<file path="config.mk">
export PLATFORM = sky130hd
export DESIGN_NAME = hbm_addr_bridge
export DESIGN_NICKNAME = d
export VERILOG_FILES = /design/src/hdl/hbm_bridge_pkg.sv /design/src/hdl/hbm_addr_bridge.sv /design/src/hdl/hbm_read_result.sv /design/src/hdl/hbm_req_execute.sv /design/src/hdl/hbm_req_decode.sv
export SDC_FILE = /design/constraint.sdc
export NUM_CORES = 1
export LEC_CHECK = 0
export BUFFER_PORTS_ARGS = -buffer_cell sky130_fd_sc_hd__buf_4
export CAP_MARGIN = 40
export CORE_AREA = 2 2 138 140
export DETAILED_ROUTE_END_ITERATION = 8
export DIE_AREA = 0 0 140 142
export HOLD_SLACK_MARGIN = 0.02
export PLACE_DENSITY = 0.73
export SLEW_MARGIN = 20
export SYNTH_ARGS = -nofsm -noshare
export SYNTH_HDL_FRONTEND = slang
export SYNTH_SLANG_ARGS = --single-unit
</file>
<file path="constraint.sdc">
create_clock -name clk_i -period 3.94 [get_ports clk_i]
set_clock_uncertainty 0.15 [all_clocks]
set_input_delay 0.788 -clock clk_i [delete_from_list [all_inputs] [get_ports clk_i]]
set_output_delay 0.788 -clock clk_i [all_outputs]
set_load 0.005 [all_outputs]
</file>
<file path="src/hdl/hbm_bridge_pkg.sv">
//////////////////////////////
// widths and types shared by the cache dma to hbm2 channel bridge
// every bridge module takes it by a wildcard import
//////////////////////////////

package hbm_bridge_pkg;

  // hbm2 channel address fields
  localparam int ba_width_c      = 2;
  localparam int bg_width_c      = 2;
  localparam int ro_width_c      = 14;
  localparam int co_width_c      = 7;
  localparam int bo_width_c      = 5;
  localparam int ch_addr_width_c = ba_width_c + bg_width_c + ro_width_c
                                   + co_width_c + bo_width_c;

  // wormhole header flit
  localparam int cord_width_c      = 8;
  localparam int cid_width_c       = 2;
  localparam int len_width_c       = 4;
  localparam int lg_ruche_factor_c = 1;

  // 8 caches hang off one link
  localparam int dma_id_width_c = 3;

  // outstanding read table
  localparam int read_slots_c     = 4;
  localparam int slot_idx_width_c = 2;

  typedef struct packed {
    logic [cord_width_c-1:0] src_cord;
    logic [cid_width_c-1:0]  cid;
    logic [len_width_c-1:0]  len;
  } wh_header_s;

  // layout as it leaves the cache dma
  typedef struct packed {
    logic [ba_width_c-1:0] ba;
    logic [bg_width_c-1:0] bg;
    logic [ro_width_c-1:0] ro;
    logic [co_width_c-1:0] co;
    logic [bo_width_c-1:0] bo;
  } cache_ch_addr_s;

  // layout the dram simulator expects
  typedef struct packed {
    logic [ro_width_c-1:0] ro;
    logic [bg_width_c-1:0] bg;
    logic [ba_width_c-1:0] ba;
    logic [co_width_c-1:0] co;
    logic [bo_width_c-1:0] bo;
  } dram_ch_addr_s;

  typedef union packed {
    cache_ch_addr_s cache;
    dram_ch_addr_s  dram;
  } ch_addr_u;

  typedef struct packed {
    logic                      write;
    logic [dma_id_width_c-1:0] dma_id;
    ch_addr_u                  addr;
  } dma_req_s;

  typedef struct packed {
    logic                      write;
    logic [dma_id_width_c-1:0] dma_id;
    dram_ch_addr_s             ch_addr;
  } dram_req_s;

  typedef struct packed {
    logic [dma_id_width_c-1:0] dma_id;
    cache_ch_addr_s            addr;
  } read_rsp_s;

  // simulator order back to cache order
  function automatic cache_ch_addr_s to_cache_order(dram_ch_addr_s a);
    cache_ch_addr_s c;
    c.ba = a.ba;
    c.bg = a.bg;
    c.ro = a.ro;
    c.co = a.co;
    c.bo = a.bo;
    return c;
  endfunction

endpackage
</file>
<file path="src/hdl/hbm_addr_bridge.sv">
//////////////////////////////
// bridge from the cache dma interface to one hbm2 channel
// decode, execute and read result stages in a row
//////////////////////////////

`timescale 1ns/1ps

module hbm_addr_bridge
  import hbm_bridge_pkg::*;
(
  input  logic       clk_i,
  input  logic       reset_i,

  // requester side
  input  logic       req_v_i,
  input  logic       req_write_i,
  input  wh_header_s req_hdr_i,
  input  ch_addr_u   req_addr_i,

  // dram request port
  output logic       dram_req_v_o,
  output dram_req_s  dram_req_o,

  // read completion from dram
  input  logic       done_v_i,
  input  ch_addr_u   done_addr_i,

  // response to the cache side
  output logic       rsp_v_o,
  output read_rsp_s  rsp_o,
  output logic       full_o
);

  logic     dec_v;
  dma_req_s dec_req;

  hbm_req_decode decode_i (
    .clk_i       (clk_i),
    .reset_i     (reset_i),
    .req_v_i     (req_v_i),
    .req_write_i (req_write_i),
    .req_hdr_i   (req_hdr_i),
    .req_addr_i  (req_addr_i),
    .dec_v_o     (dec_v),
    .dec_req_o   (dec_req)
  );

  hbm_req_execute execute_i (
    .clk_i        (clk_i),
    .reset_i      (reset_i),
    .dec_v_i      (dec_v),
    .dec_req_i    (dec_req),
    .dram_req_v_o (dram_req_v_o),
    .dram_req_o   (dram_req_o)
  );

  // issue strobe straight off the execute output register
  hbm_read_result result_i (
    .clk_i       (clk_i),
    .reset_i     (reset_i),
    .issue_v_i   (dram_req_v_o),
    .issue_req_i (dram_req_o),
    .done_v_i    (done_v_i),
    .done_addr_i (done_addr_i),
    .rsp_v_o     (rsp_v_o),
    .rsp_o       (rsp_o),
    .full_o      (full_o)
  );

endmodule

</file>
<file path="src/hdl/hbm_read_result.sv">
//////////////////////////////
// table of outstanding dram reads, matches each completed
// address back to the dma id that asked for it
//////////////////////////////

`timescale 1ns/1ps

module hbm_read_result
  import hbm_bridge_pkg::*;
(
  input  logic      clk_i,
  input  logic      reset_i,

  // issued requests from execute stage
  input  logic      issue_v_i,
  input  dram_req_s issue_req_i,

  // read completion in simulator order
  input  logic      done_v_i,
  input  ch_addr_u  done_addr_i,

  output logic      rsp_v_o,
  output read_rsp_s rsp_o,
  output logic      full_o
);

  logic [read_slots_c-1:0]    slot_v_q;
  logic [dma_id_width_c-1:0]  slot_id_q   [read_slots_c];
  logic [ch_addr_width_c-1:0] slot_addr_q [read_slots_c];

  logic                        free_found;
  logic [slot_idx_width_c-1:0] free_idx;
  logic                        alloc_v;

  logic [ch_addr_width_c-1:0]  done_key;
  logic                        match_found;
  logic [slot_idx_width_c-1:0] match_idx;
  logic                        release_v;

  //////////////////////////////
  // slot search
  //////////////////////////////

  // lowest free slot
  always_comb begin
    free_found = 1'b0;
    free_idx   = '0;
    for (int i = 0; i < read_slots_c; i++) begin
      if (!slot_v_q[i] && !free_found) begin
        free_found = 1'b1;
        free_idx   = slot_idx_width_c'(i);
      end
    end
  end

  // returned word back in cache order
  assign done_key = to_cache_order(done_addr_i.dram);

  // lowest valid slot holding the same address
  always_comb begin
    match_found = 1'b0;
    match_idx   = '0;
    for (int i = 0; i < read_slots_c; i++) begin
      if (slot_v_q[i] && slot_addr_q[i] == done_key && !match_found) begin
        match_found = 1'b1;
        match_idx   = slot_idx_width_c'(i);
      end
    end
  end

  // writes never take a slot
  assign alloc_v   = issue_v_i & ~issue_req_i.write & free_found;
  assign release_v = done_v_i & match_found;

  //////////////////////////////
  // table state
  //////////////////////////////

  // alloc and release never hit the same slot in one cycle
  always_ff @(posedge clk_i) begin
    if (reset_i) begin
      slot_v_q <= '0;
      rsp_v_o  <= 1'b0;
    end else begin
      rsp_v_o <= release_v;
      if (alloc_v) begin
        slot_v_q[free_idx] <= 1'b1;
      end
      if (release_v) begin
        slot_v_q[match_idx] <= 1'b0;
      end
    end
  end

  always_ff @(posedge clk_i) begin
    if (alloc_v) begin
      slot_id_q[free_idx]   <= issue_req_i.dma_id;
      slot_addr_q[free_idx] <= to_cache_order(issue_req_i.ch_addr);
    end
    if (done_v_i) begin
      rsp_o.dma_id <= slot_id_q[match_idx];
      rsp_o.addr   <= cache_ch_addr_s'(done_key);
    end
  end

  assign full_o = &slot_v_q;

endmodule

</file>
<file path="src/hdl/hbm_req_execute.sv">
//////////////////////////////
// second bridge stage, reorders the channel address for the
// dram simulator and drives the dram request port
//////////////////////////////

`timescale 1ns/1ps

module hbm_req_execute
  import hbm_bridge_pkg::*;
(
  input  logic      clk_i,
  input  logic      reset_i,

  // from decode stage
  input  logic      dec_v_i,
  input  dma_req_s  dec_req_i,

  // dram request port, also the issue strobe for the read table
  output logic      dram_req_v_o,
  output dram_req_s dram_req_o
);

  ch_addr_u sim_word;

  // cache order is ba-bg-ro-co-bo, the simulator wants ro-bg-ba-co-bo
  always_comb begin
    sim_word.dram.ro = dec_req_i.addr.cache.ro;
    sim_word.dram.bg = dec_req_i.addr.cache.bg;
    sim_word.dram.ba = dec_req_i.addr.cache.ba;
    sim_word.dram.co = dec_req_i.addr.cache.co;
    sim_word.dram.bo = dec_req_i.addr.cache.bo;
  end

  always_ff @(posedge clk_i) begin
    if (reset_i) begin
      dram_req_v_o <= 1'b0;
    end else begin
      dram_req_v_o <= dec_v_i;
    end
  end

  // payload register
  always_ff @(posedge clk_i) begin
    if (dec_v_i) begin
      dram_req_o.write   <= dec_req_i.write;
      dram_req_o.dma_id  <= dec_req_i.dma_id;
      dram_req_o.ch_addr <= sim_word.dram;
    end
  end

endmodule

</file>
<file path="src/hdl/hbm_req_decode.sv">
//////////////////////////////
// first bridge stage, registers each request and pulls the
// dma id out of the wormhole header flit
//////////////////////////////

`timescale 1ns/1ps

module hbm_req_decode
  import hbm_bridge_pkg::*;
(
  input  logic       clk_i,
  input  logic       reset_i,

  // requester side
  input  logic       req_v_i,
  input  logic       req_write_i,
  input  wh_header_s req_hdr_i,
  input  ch_addr_u   req_addr_i,

  // to execute stage
  output logic       dec_v_o,
  output dma_req_s   dec_req_o
);

  logic [dma_id_width_c-1:0] dma_id;

  // id sits right above the ruche bits of the source coordinate
  assign dma_id = req_hdr_i.src_cord[lg_ruche_factor_c +: dma_id_width_c];

  //////////////////////////////
  // valid strobe
  //////////////////////////////

  always_ff @(posedge clk_i) begin
    if (reset_i) begin
      dec_v_o <= 1'b0;
    end else begin
      dec_v_o <= req_v_i;
    end
  end

  //////////////////////////////
  // payload
  //////////////////////////////

  // address still in cache order here
  always_ff @(posedge clk_i) begin
    if (req_v_i) begin
      dec_req_o.write  <= req_write_i;
      dec_req_o.dma_id <= dma_id;
      dec_req_o.addr   <= req_addr_i;
    end
  end

endmodule

</file>
==> results.cfg, run 1 <==
[clock_network]
clock_latency_ns = 0.51
cts_hold_buf = 0
htree_levels = 1
cts_tree = done
clk_pin_slew_ns = 0.06
cts_sinks = 240
cts_buffers = 24
cts-resized-gates = 0
post_cts_buffers = 0
cts_buffer_depth = 3
cts-root-buf = clkbuf_16

[place]
io_buffers = 137
place.gp.congestion = 0.865
pre_cts_ws_ns = 0.869
place_area_um2 = 10200
dpl.hpwl_mm = 12.5

[synthesis]
syn-num-nets = 544
synth_cell_types = 32
ys_top_cells_by_area = edfxtp_1, xnor2_1, xor2_1
netlist_area_um2 = 8870
synth_seq_cells = 240
ys.warnings.count = 0
yosys.area.top_type = edfxtp_1
avgSynthCellArea_um2 = 19.1
yosysSeqAreaShare = 0.805
yosysTopAreaCellShare = 0.789
synth_cells = 465

[critical_path]
slowest_delay_ns = 0.73
worstPathArrival_ns = 2.65
end_kind = flip-flop
path_depth = 7
r2r_cells = 6
critical_path_class = input pin to flip-flop
reg2reg_from = result_i.slot_addr_q[0][7]$_DFFE_PP_
slowest_stage = nor4_1
cp_num_buf_inv = 1
cp.required_ns = 4.03
worstPathMaxFanout = 5
crit_start = done_addr_i[16]
critical-path-top-delay-family = simple AND/OR/NAND/NOR gates
critPathLaunchType = input pin
cp_cell_sequence = buf_4, xnor2_1, nand4_1, nor4_1, nand2_1, nand4b_1, o211ai_1

[die]
core-area_um2 = 18500
die_w_um = 140
io_pins = 149
fp.dieArea_um2 = 19900
rows = 50
start_util = 0.481
die_y_um = 142

[pwr]
p_clk_frac = 0.408
seqPwrFrac = 0.540
switching_share = 0.198
p_sw_mw = 1.09
combPwrFrac = 0.052
intPower_mw = 4.41
total_power_mw = 5.50
ir_drop_mv = 0.297
p_leak_nw = 3.79
p_per_area_nw_per_um2 = 501

[layout]
syn2layout_area_growth_pct = 23.8
diodes = 0
fin_area_um2 = 11000
ff_latch_area_um2 = 7140
drive_above_1_share = 0.295
multi_input_area_um2 = 1650
num-nets-final = 706
fill_cells = 1372

[timing]
setup_tns_ns = 0
rsz0062_at_grt = no
hold_ws_ns = 0.265
setup_violations = 0
hold_viol_final = 0
setup_ws_ns = 1.38
drv_slew = 0
fmax_mhz = 390
post-route-period-util = 0.650
slew_headroom = 0.465
worst_pin_slew_ns = 0.795
min_period_ns = 2.56

[global_route]
grt.total_usage = 0.184
grt_pass1_wl_mm = 27.3
antenna_found_initial = 0
grt_max_degree = 38
gr-total-overflow = 0
grt_pass1_vias = 4750

[flow_run]
max_cap_violations = 0

[status]
outcome = finished with violations
violations = design-rule violations

[drt]
antenna_left = 0
detail_route.vias_per_cell = 5.27
first_pass_iters = 9
wirelength_mm = 18.2
wire_per_inst_um = 20.9
vias = 4608
drt_iter0_drc = 560
drc = 10

[hold_path]
hold_path.class = flip-flop to flip-flop
worstHoldStart = decode_i.dec_req_o[20]$_DFFE_PP_
min_path_cells = 0
==> layout make-up <==
| type | instances | area share |
|---|---|---|
| multi-input cells | 209 | 0.150 |
| clock inverters | 11 | 0.0123 |
| inverters | 7 | 0.00239 |
| flip-flops and latches | 240 | 0.650 |
| well taps | 234 | 0.0267 |
| clock buffers | 28 | 0.0580 |
| repair buffers | 145 | 0.101 |
==> stage by stage <==
step	std cells	utilization
final	874	0.595
after global routing	874	0.595
after CTS	874	0.595
after detailed placement	835	0.553
after global placement	834	0.552
after floorplan	465	-
==> metal layers <==
layer / track usage / vias up / wire [um] / part of all wire
met2: 0.309 / 199 / 8960 / 0.49
met4: 0.0579 / 0 / 408 / 0.022
met5: 0 / - / 0 / 0
met1: 0.247 / 2293 / 7600 / 0.42
met3: 0.0357 / 29 / 1260 / 0.069
li1: - / 2087 / - / -
==> logic make-up after synthesis <==
group           count (synthesis)  share of synthesized area
flops                         240                      0.805
xor+xnor                      120                      0.121
simple gates                   75                     0.0501
buf+inv                        16                     0.0114
compound gates                 14                     0.0127
==> synthesized netlist by cell type <==
library cell,instances
o211a_1,1
edfxtp_1,233
a41oi_1,1
nor4_1,11
clkbuf_2,2
a211oi_1,1
nor2_1,7
nand3_1,2
or2_1,1
a2111oi_0,3
inv_1,7
o211ai_1,3
clkbuf_1,1
o21a_1,2
or4_4,1
and2_1,1
nor3b_1,1
nand3b_1,3
xnor2_1,91
nand2b_1,3
xor2_1,26
nor2b_1,4
nand4b_1,1
nor3_1,2
and3_1,3
nand4_1,29
dfxtp_1,7
nand2_1,6
o31ai_1,3
buf_6,5
buf_2,1
xnor2_2,3
==> power groups by stage <==
stage                     Combinational [mW]  Sequential, mW  Clock [mW]
after floorplan                       0.0790            3.01           0
after global placement                 0.274            3.02           0
after detailed placement               0.287            3.03           0
after CTS                              0.289            2.97        2.29
after global routing                   0.305            2.98        2.39
final                                  0.284            2.97        2.24
==> state kept, by name (all words and copies together) (netlist names) <==
name and flops:
decode_i.dec_v_o 1, result_i.slot_addr_q 120, result_i.slot_v_q 4, result_i.slot_id_q 12, result_i.rsp_v_o 1, result_i.rsp_o 33, execute_i.dram_req_v_o 1, execute_i.dram_req_o 34
decode_i.dec_req_o 34
==> final timing paths <==
kind                                        endpoint  slack [ns]
setup / recovery        result_i.rsp_o[31]$_DFFE_PP_        1.38
hold / removal    execute_i.dram_req_o[24]$_DFFE_PP_        0.27
setup reg to reg        result_i.rsp_o[31]$_DFFE_PP_        1.43
hold reg to reg   execute_i.dram_req_o[24]$_DFFE_PP_        0.27
==> cell usage in the layout, fill, tap and decap left out, types with 2 or more instances in the layout <==
master,synthesis,layout
xnor2_1,91,91
bufinv_16,0,3
a2111oi_0,3,3
inv_1,7,7
nand2_1,6,6
nor2_1,7,6
nand2b_1,3,3
dfxtp_1,7,6
o31ai_1,3,3
o211ai_1,3,3
buf_4,0,144
nor2b_1,4,3
and3_1,3,3
nand4_1,29,29
nand3_1,2,2
clkinv_2,0,5
o21a_1,2,2
nand3b_1,3,3
edfxtp_1,233,233
clkbuf_1,1,3
xor2_1,26,26
clkbuf_16,0,25
xnor2_2,3,3
nor4_1,11,11
Power figures use the tool's default switching activity.
==> run 2, diff against run 1 <==
- PLACE_DENSITY: 0.73 -> 0.7
- clock period: 3.94 -> 2.6 ns (I/O delays scaled with it)
==> run 2 against run 1 <==
- the run still ends with design-rule violations left
- setup slack got worse by 1.3 ns
- final area is 3.2% higher
- non-clock buffer count rose by 37
- cell count grew 4.7%
- critical path depth fell by 1
==> results.cfg, run 2 (synthesis results as in run 1) <==
[layout]
syn2layout_area_growth_pct = 27.8
biggestRegsByFlops = result_i.slot_addr_q (120), decode_i.dec_req_o (34), execute_i.dram_req_o (34)
fill_cells = 1354
regMostFlops = result_i.slot_addr_q
drive_above_1_share = 0.298
diodes = 0
largest_reg_flops = 120
layout_common_cells = edfxtp_1, buf_4, xnor2_1
num-nets-final = 744
final_common_cell = edfxtp_1

[pwr]
p_per_area_nw_per_um2 = 727
ir_drop_mv = 0.633
p_leak_nw = 3.94

[critical_path]
critPathLaunchType = flip-flop
critical_path_class = flip-flop to flip-flop
rr_endpoint = result_i.rsp_o[32]$_DFFE_PP_
ff2ff_setup_slack_ns = 0.09
cp_cell_sequence = xnor2_1, nand4_1, or4_4, or2_1, nand4b_1, o211ai_1
slowest_delay_ns = 0.57
r2r_cells = 6
cp.required_ns = 2.69
end_kind = flip-flop
reg2reg_from = result_i.slot_addr_q[2][0]$_DFFE_PP_
worstPathArrival_ns = 2.60
critical-path-top-delay-family = simple AND/OR/NAND/NOR gates
worstPathMaxFanout = 7
path_depth = 6
slowest_stage = or4_4
cp_num_buf_inv = 0

[die]
io_pins = 149
fp.dieArea_um2 = 19900
die_y_um = 142
start_util = 0.481
rows = 50
die_w_um = 140
core-area_um2 = 18500

[hold_path]
worstHoldStart = req_addr_i[10]
min_path_cells = 1
hold_path.class = input pin to flip-flop
holdPathEnd = decode_i.dec_req_o[10]$_DFFE_PP_

[global_route]
grt_max_degree = 38
gr-total-overflow = 0
grt_pass1_wl_mm = 27.2
antenna_found_initial = 0
grt.total_usage = 0.181
grt_pass1_vias = 4781

[drt]
wirelength_mm = 18.0
detail_route.vias_per_cell = 5.08
antenna_left = 0
first_pass_iters = 9
vias = 4652
drc = 2
wire_per_inst_um = 19.7
drt_iter0_drc = 378

[clock_network]
cts-root-buf = clkbuf_16
cts_buffer_depth = 3
clk_pin_slew_ns = 0.06
cts_buffers = 25
htree_levels = 1
clock_latency_ns = 0.52
cts_tree = done
cts_sinks = 240
post_cts_buffers = 0

[status]
violations = design-rule violations
outcome = finished with violations

[place]
place.gp.congestion = 0.793
dpl.hpwl_mm = 12.3
io_buffers = 137
pre_cts_ws_ns = -0.177

[flow_run]
max_cap_violations = 0

[timing]
setup_ws_ns = 0.0898
setup_violations = 0
drv_slew = 0
setup_tns_ns = 0
rsz0062_at_grt = no
slew_headroom = 0.627
post-route-period-util = 0.965
hold_ws_ns = 0.0352
min_period_ns = 2.51
fmax_mhz = 398
worst_pin_slew_ns = 0.559
hold_viol_final = 0
-- run 2: cell count changes in the layout (fill, tap and decap cells not counted), moves of 2 or more --
cell / delta
nor4_1: -2
dlygate4sd3_1: +22
buf_12: +3
bufinv_16: -2
nor4_2: +2
clkbuf_1: +8
buf_4: +13
clkinv_2: -2
-- run 2: routing by layer --
layer,vias up,GRT usage,share of wire
met5,-,0,0
met4,0,0.0564,0.022
met3,34,0.0417,0.072
met2,183,0.304,0.49
met1,2267,0.239,0.42
li1,2168,-,-
-- run 2: report_power, final --
| group | internal (mW) | total [mW] | switching [mW] |
|---|---|---|---|
| Clock | 1.90 | 3.27 | 1.38 |
| Sequential | 4.42 | 4.50 | 0.0866 |
| Combinational | 0.255 | 0.461 | 0.206 |
-- run 2: final cells by class --
cell class | instances | area (um^2) | area share
well taps | 234 | 293 | 0.0258
clock buffers | 36 | 667 | 0.0588
flip-flops and latches | 240 | 7140 | 0.630
inverters | 7 | 26.3 | 0.00232
multi-input cells | 209 | 1670 | 0.147
repair buffers | 182 | 1460 | 0.129
clock inverters | 7 | 83.8 | 0.00739
-- run 2: what timing repair did --
action	CTS	global route
hold endpoints to repair	19	3
gates resized for setup	0	2
setup endpoints to repair	0	3
hold buffers	19	3
-- run 2: worst max-delay path by stage --
| stage | start | endpoint | slack, ns |
|---|---|---|---|
| 2_1_floorplan | execute_i.dram_req_o[33]$_DFFE_PP_ | result_i.slot_addr_q[2][0]$_DFFE_PP_ | -0.06 |
| 3_3_place_gp | done_addr_i[24] | result_i.rsp_o[30]$_DFFE_PP_ | -0.13 |
| 3_5_place_dp | done_addr_i[0] | result_i.rsp_o[32]$_DFFE_PP_ | -0.18 |
| 4_1_cts | result_i.slot_addr_q[3][20]$_DFFE_PP_ | result_i.rsp_o[30]$_DFFE_PP_ | 0.05 |
| 5_1_grt | result_i.slot_addr_q[2][0]$_DFFE_PP_ | result_i.rsp_o[32]$_DFFE_PP_ | 0.02 |
| 6_report | result_i.slot_addr_q[2][0]$_DFFE_PP_ | result_i.rsp_o[32]$_DFFE_PP_ | 0.09 |
-- run 2: metrics by stage --
stage / cells / power [mW] / util / cell area [um^2]
6_report: 915 / 8.24 / 0.614 / 11300
5_1_grt: 915 / 8.51 / 0.614 / 11300
4_1_cts: 912 / 8.31 / 0.612 / 11300
3_5_place_dp: 850 / 5.02 / 0.561 / 10400
3_3_place_gp: 850 / 5.01 / 0.561 / 10400
2_1_floorplan: 465 / 4.69 / - / 8880
==> run 3, diff against run 2 <==
- ABC_AREA: not set -> 1
- CORE_AREA: 2 2 138 140 -> 2 2 145 147
- DIE_AREA: 0 0 140 142 -> 0 0 147 149
==> run 3 against run 2 <==
- the flow now finishes without violations
- fmax increased by 5.9%
- sequential cell count unchanged
- synthesized cell count increased by 93%
- clock-buffer cell count decreased by 3
- critical path depth decreased by 3
- via count increased by 41%
- clock power decreased by 3%
- sequential power about the same
- die area increased by 10%
- sequential share of layout area decreased by 4.9 points
- global-route usage increased by 2.5 points
- combinational power increased by 9.5%
- critical path type is now flip-flop to output pin
- critical endpoint is now full_o
- largest cell class unchanged
==> results.cfg, run 3 <==
[status]
outcome = finished, final reports clean

[critical_path]
slowest_stage = dfxtp_1
cp_num_buf_inv = 1
critPathLaunchType = flip-flop
end_kind = output pin
cp.required_ns = 1.93
critical-path-top-delay-family = simple AND/OR/NAND/NOR gates
worstPathMaxFanout = 5
worstPathArrival_ns = 1.70
slowest_delay_ns = 0.50
critical_path_class = flip-flop to output pin
cp_cell_sequence = nand2_1, nor3_1, buf_4

[synthesis]
yosys-top-cells-count = nand2_1, edfxtp_1, inv_1, nor2_1, inv_2
netlist_area_um2 = 9850
async_flop_share = 0
yosys.area.top_type = edfxtp_1
synth_top_family_by_area = simple AND/OR/NAND/NOR gates
syn-num-nets = 975
avgSynthCellArea_um2 = 11.0
ys.warnings.count = 0
synth_cells = 896
ys_top_cells_by_area = edfxtp_1, nand2_1, inv_1
synth_flop_cell = edfxtp_1
yosysMostFrequentCell = nand2_1
synth_mux_area_frac = 0
yosysTopAreaCellShare = 0.710
synth-compound-area-share = 0.0110
synth_seq_cells = 240
synthAdderAreaFrac = 0
synth_xor_area_frac = 0.0187
yosysSeqAreaShare = 0.724
synth-simple-area-share = 0.181
synth_edf_count = 233
synth_cell_types = 26

[timing]
hold_ws_ns = 0.0385
slew_headroom = 0.618
setup_violations = 0
fmax_mhz = 422
setup_tns_ns = 0
rsz0062_at_grt = no
post-route-period-util = 0.912
worst_pin_slew_ns = 0.573
drv_slew = 0
hold_viol_final = 0
min_period_ns = 2.37
setup_ws_ns = 0.230

[layout]
layout_common_cells = nand2_1, edfxtp_1, buf_4
num-nets-final = 1172
fill_cells = 1686
diodes = 0
regMostFlops = result_i.slot_addr_q
biggestRegsByFlops = result_i.slot_addr_q (120), decode_i.dec_req_o (34), execute_i.dram_req_o (34)
syn2layout_area_growth_pct = 24.9
drive_above_1_share = 0.197
largest_reg_flops = 120
final_common_cell = nand2_1
fin_area_um2 = 12300

[die]
die_w_um = 147
io_pins = 149
die_y_um = 149
rows = 53
core-area_um2 = 20600
fp.dieArea_um2 = 21900
start_util = 0.479

[clock_network]
cts_sinks = 240
clock_latency_ns = 0.51
cts_buffer_depth = 3
htree_levels = 1
cts_buffers = 24
cts_tree = done
post_cts_buffers = 0
clk_pin_slew_ns = 0.06
cts-root-buf = clkbuf_16
cts-resized-gates = 0

[place]
dpl.hpwl_mm = 16.2
io_buffers = 137
place.gp.congestion = 0.926
pre_cts_ws_ns = 0.359
place_area_um2 = 11300

[global_route]
gr-total-overflow = 0
grt_pass1_vias = 6447
grt_max_degree = 39
antenna_found_initial = 0
grt.total_usage = 0.206
grt_pass1_wl_mm = 34.2

[pwr]
total_power_mw = 8.18
ir_drop_mv = 0.552
p_per_area_nw_per_um2 = 665
p_leak_nw = 5.38

[drt]
wl_met2_mm = 10.9
met1_length_mm = 9.45
vias = 6580
dr_wl_met3_mm = 1.62
drt_iter0_drc = 519
detail_route.vias_per_cell = 4.76
wire_per_inst_um = 16.3
first_pass_iters = 5
drc = 0
antenna_left = 0
wirelength_mm = 22.5
highest_layer = met4

[flow_run]
max_cap_violations = 0

[hold_path]
hold_path.class = input pin to flip-flop
-- run 3: cell count changes in the layout (fill, tap and decap cells not counted), moves of 4 or more --
| cell | delta |
|---|---|
| nand3_1 | +17 |
| inv_1 | +134 |
| clkinv_1 | +4 |
| nor4_1 | -9 |
| nor2_4 | +4 |
| nand2_1 | +326 |
| nand4_1 | -25 |
| buf_4 | -12 |
| o21ai_0 | +7 |
| o21ai_1 | +6 |
| nor2_1 | +69 |
| inv_2 | +28 |
| xnor2_1 | -76 |
| xor2_1 | -20 |
-- run 3: cell families (layout without fill, tap and decap cells) --
family                 after synthesis  after routing
AO/OA/AOI/OAI                       19             19
XOR/XNOR                            21             21
buffers and inverters              170            380
flip-flops                         240            240
AND/OR/NAND/NOR                    446            446
-- run 3: worst reg2reg max path, delay by kind of cell (launching register included) --
family,cells,cell delay [ns]
flops,1,0.38
simple gates,10,1.15
-- run 3: worst paths after layout --
path	start	end	slack, ns	cells past startpoint
worst max-delay path	result_i.slot_v_q[1]$_SDFF_PP0_	full_o	0.23	3
worst min-delay path	req_addr_i[20]	decode_i.dec_req_o[20]$_DFFE_PP_	0.04	1
worst max register to register	result_i.slot_addr_q[1][20]$_DFFE_PP_	result_i.rsp_o[32]$_DFFE_PP_	0.65	10
worst min register to register	decode_i.dec_req_o[11]$_DFFE_PP_	execute_i.dram_req_o[11]$_DFFE_PP_	0.27	0
-- run 3: area by class of cell --
type / count / area (um^2) / area share
Sequential cell: 240 / 7140 / 0.580
Multi-Input combinational cell: 486 / 2120 / 0.172
Timing Repair Buffer: 171 / 1360 / 0.110
Clock buffer: 33 / 656 / 0.0533
Inverter: 170 / 641 / 0.0521
Tap cell: 275 / 344 / 0.0280
Clock inverter: 6 / 50.0 / 0.00407
-- run 3: where the power goes --
part / internal, mW / switching, mW
clock network: 1.84 / 1.33
registers: 4.42 / 0.0897
logic: 0.244 / 0.261
-- run 3: timing repair --
item / in CTS / in global routing
hold buffers: 18 / 7
endpoints found under the hold margin: 19 / 7
setup endpoints to repair: 0 / 0
-- run 3: layer usage --
layer  track usage  vias up
li1              -     3235
met3        0.0324       34
met2         0.350      238
met1         0.277     3073
met5             0        -
met4        0.0611        0
-- run 3: per-stage QoR --
step,utilization,cells
2_1_floorplan,-,896
3_3_place_gp,0.552,1317
3_5_place_dp,0.552,1317
4_1_cts,0.595,1374
5_1_grt,0.599,1381
6_report,0.599,1381
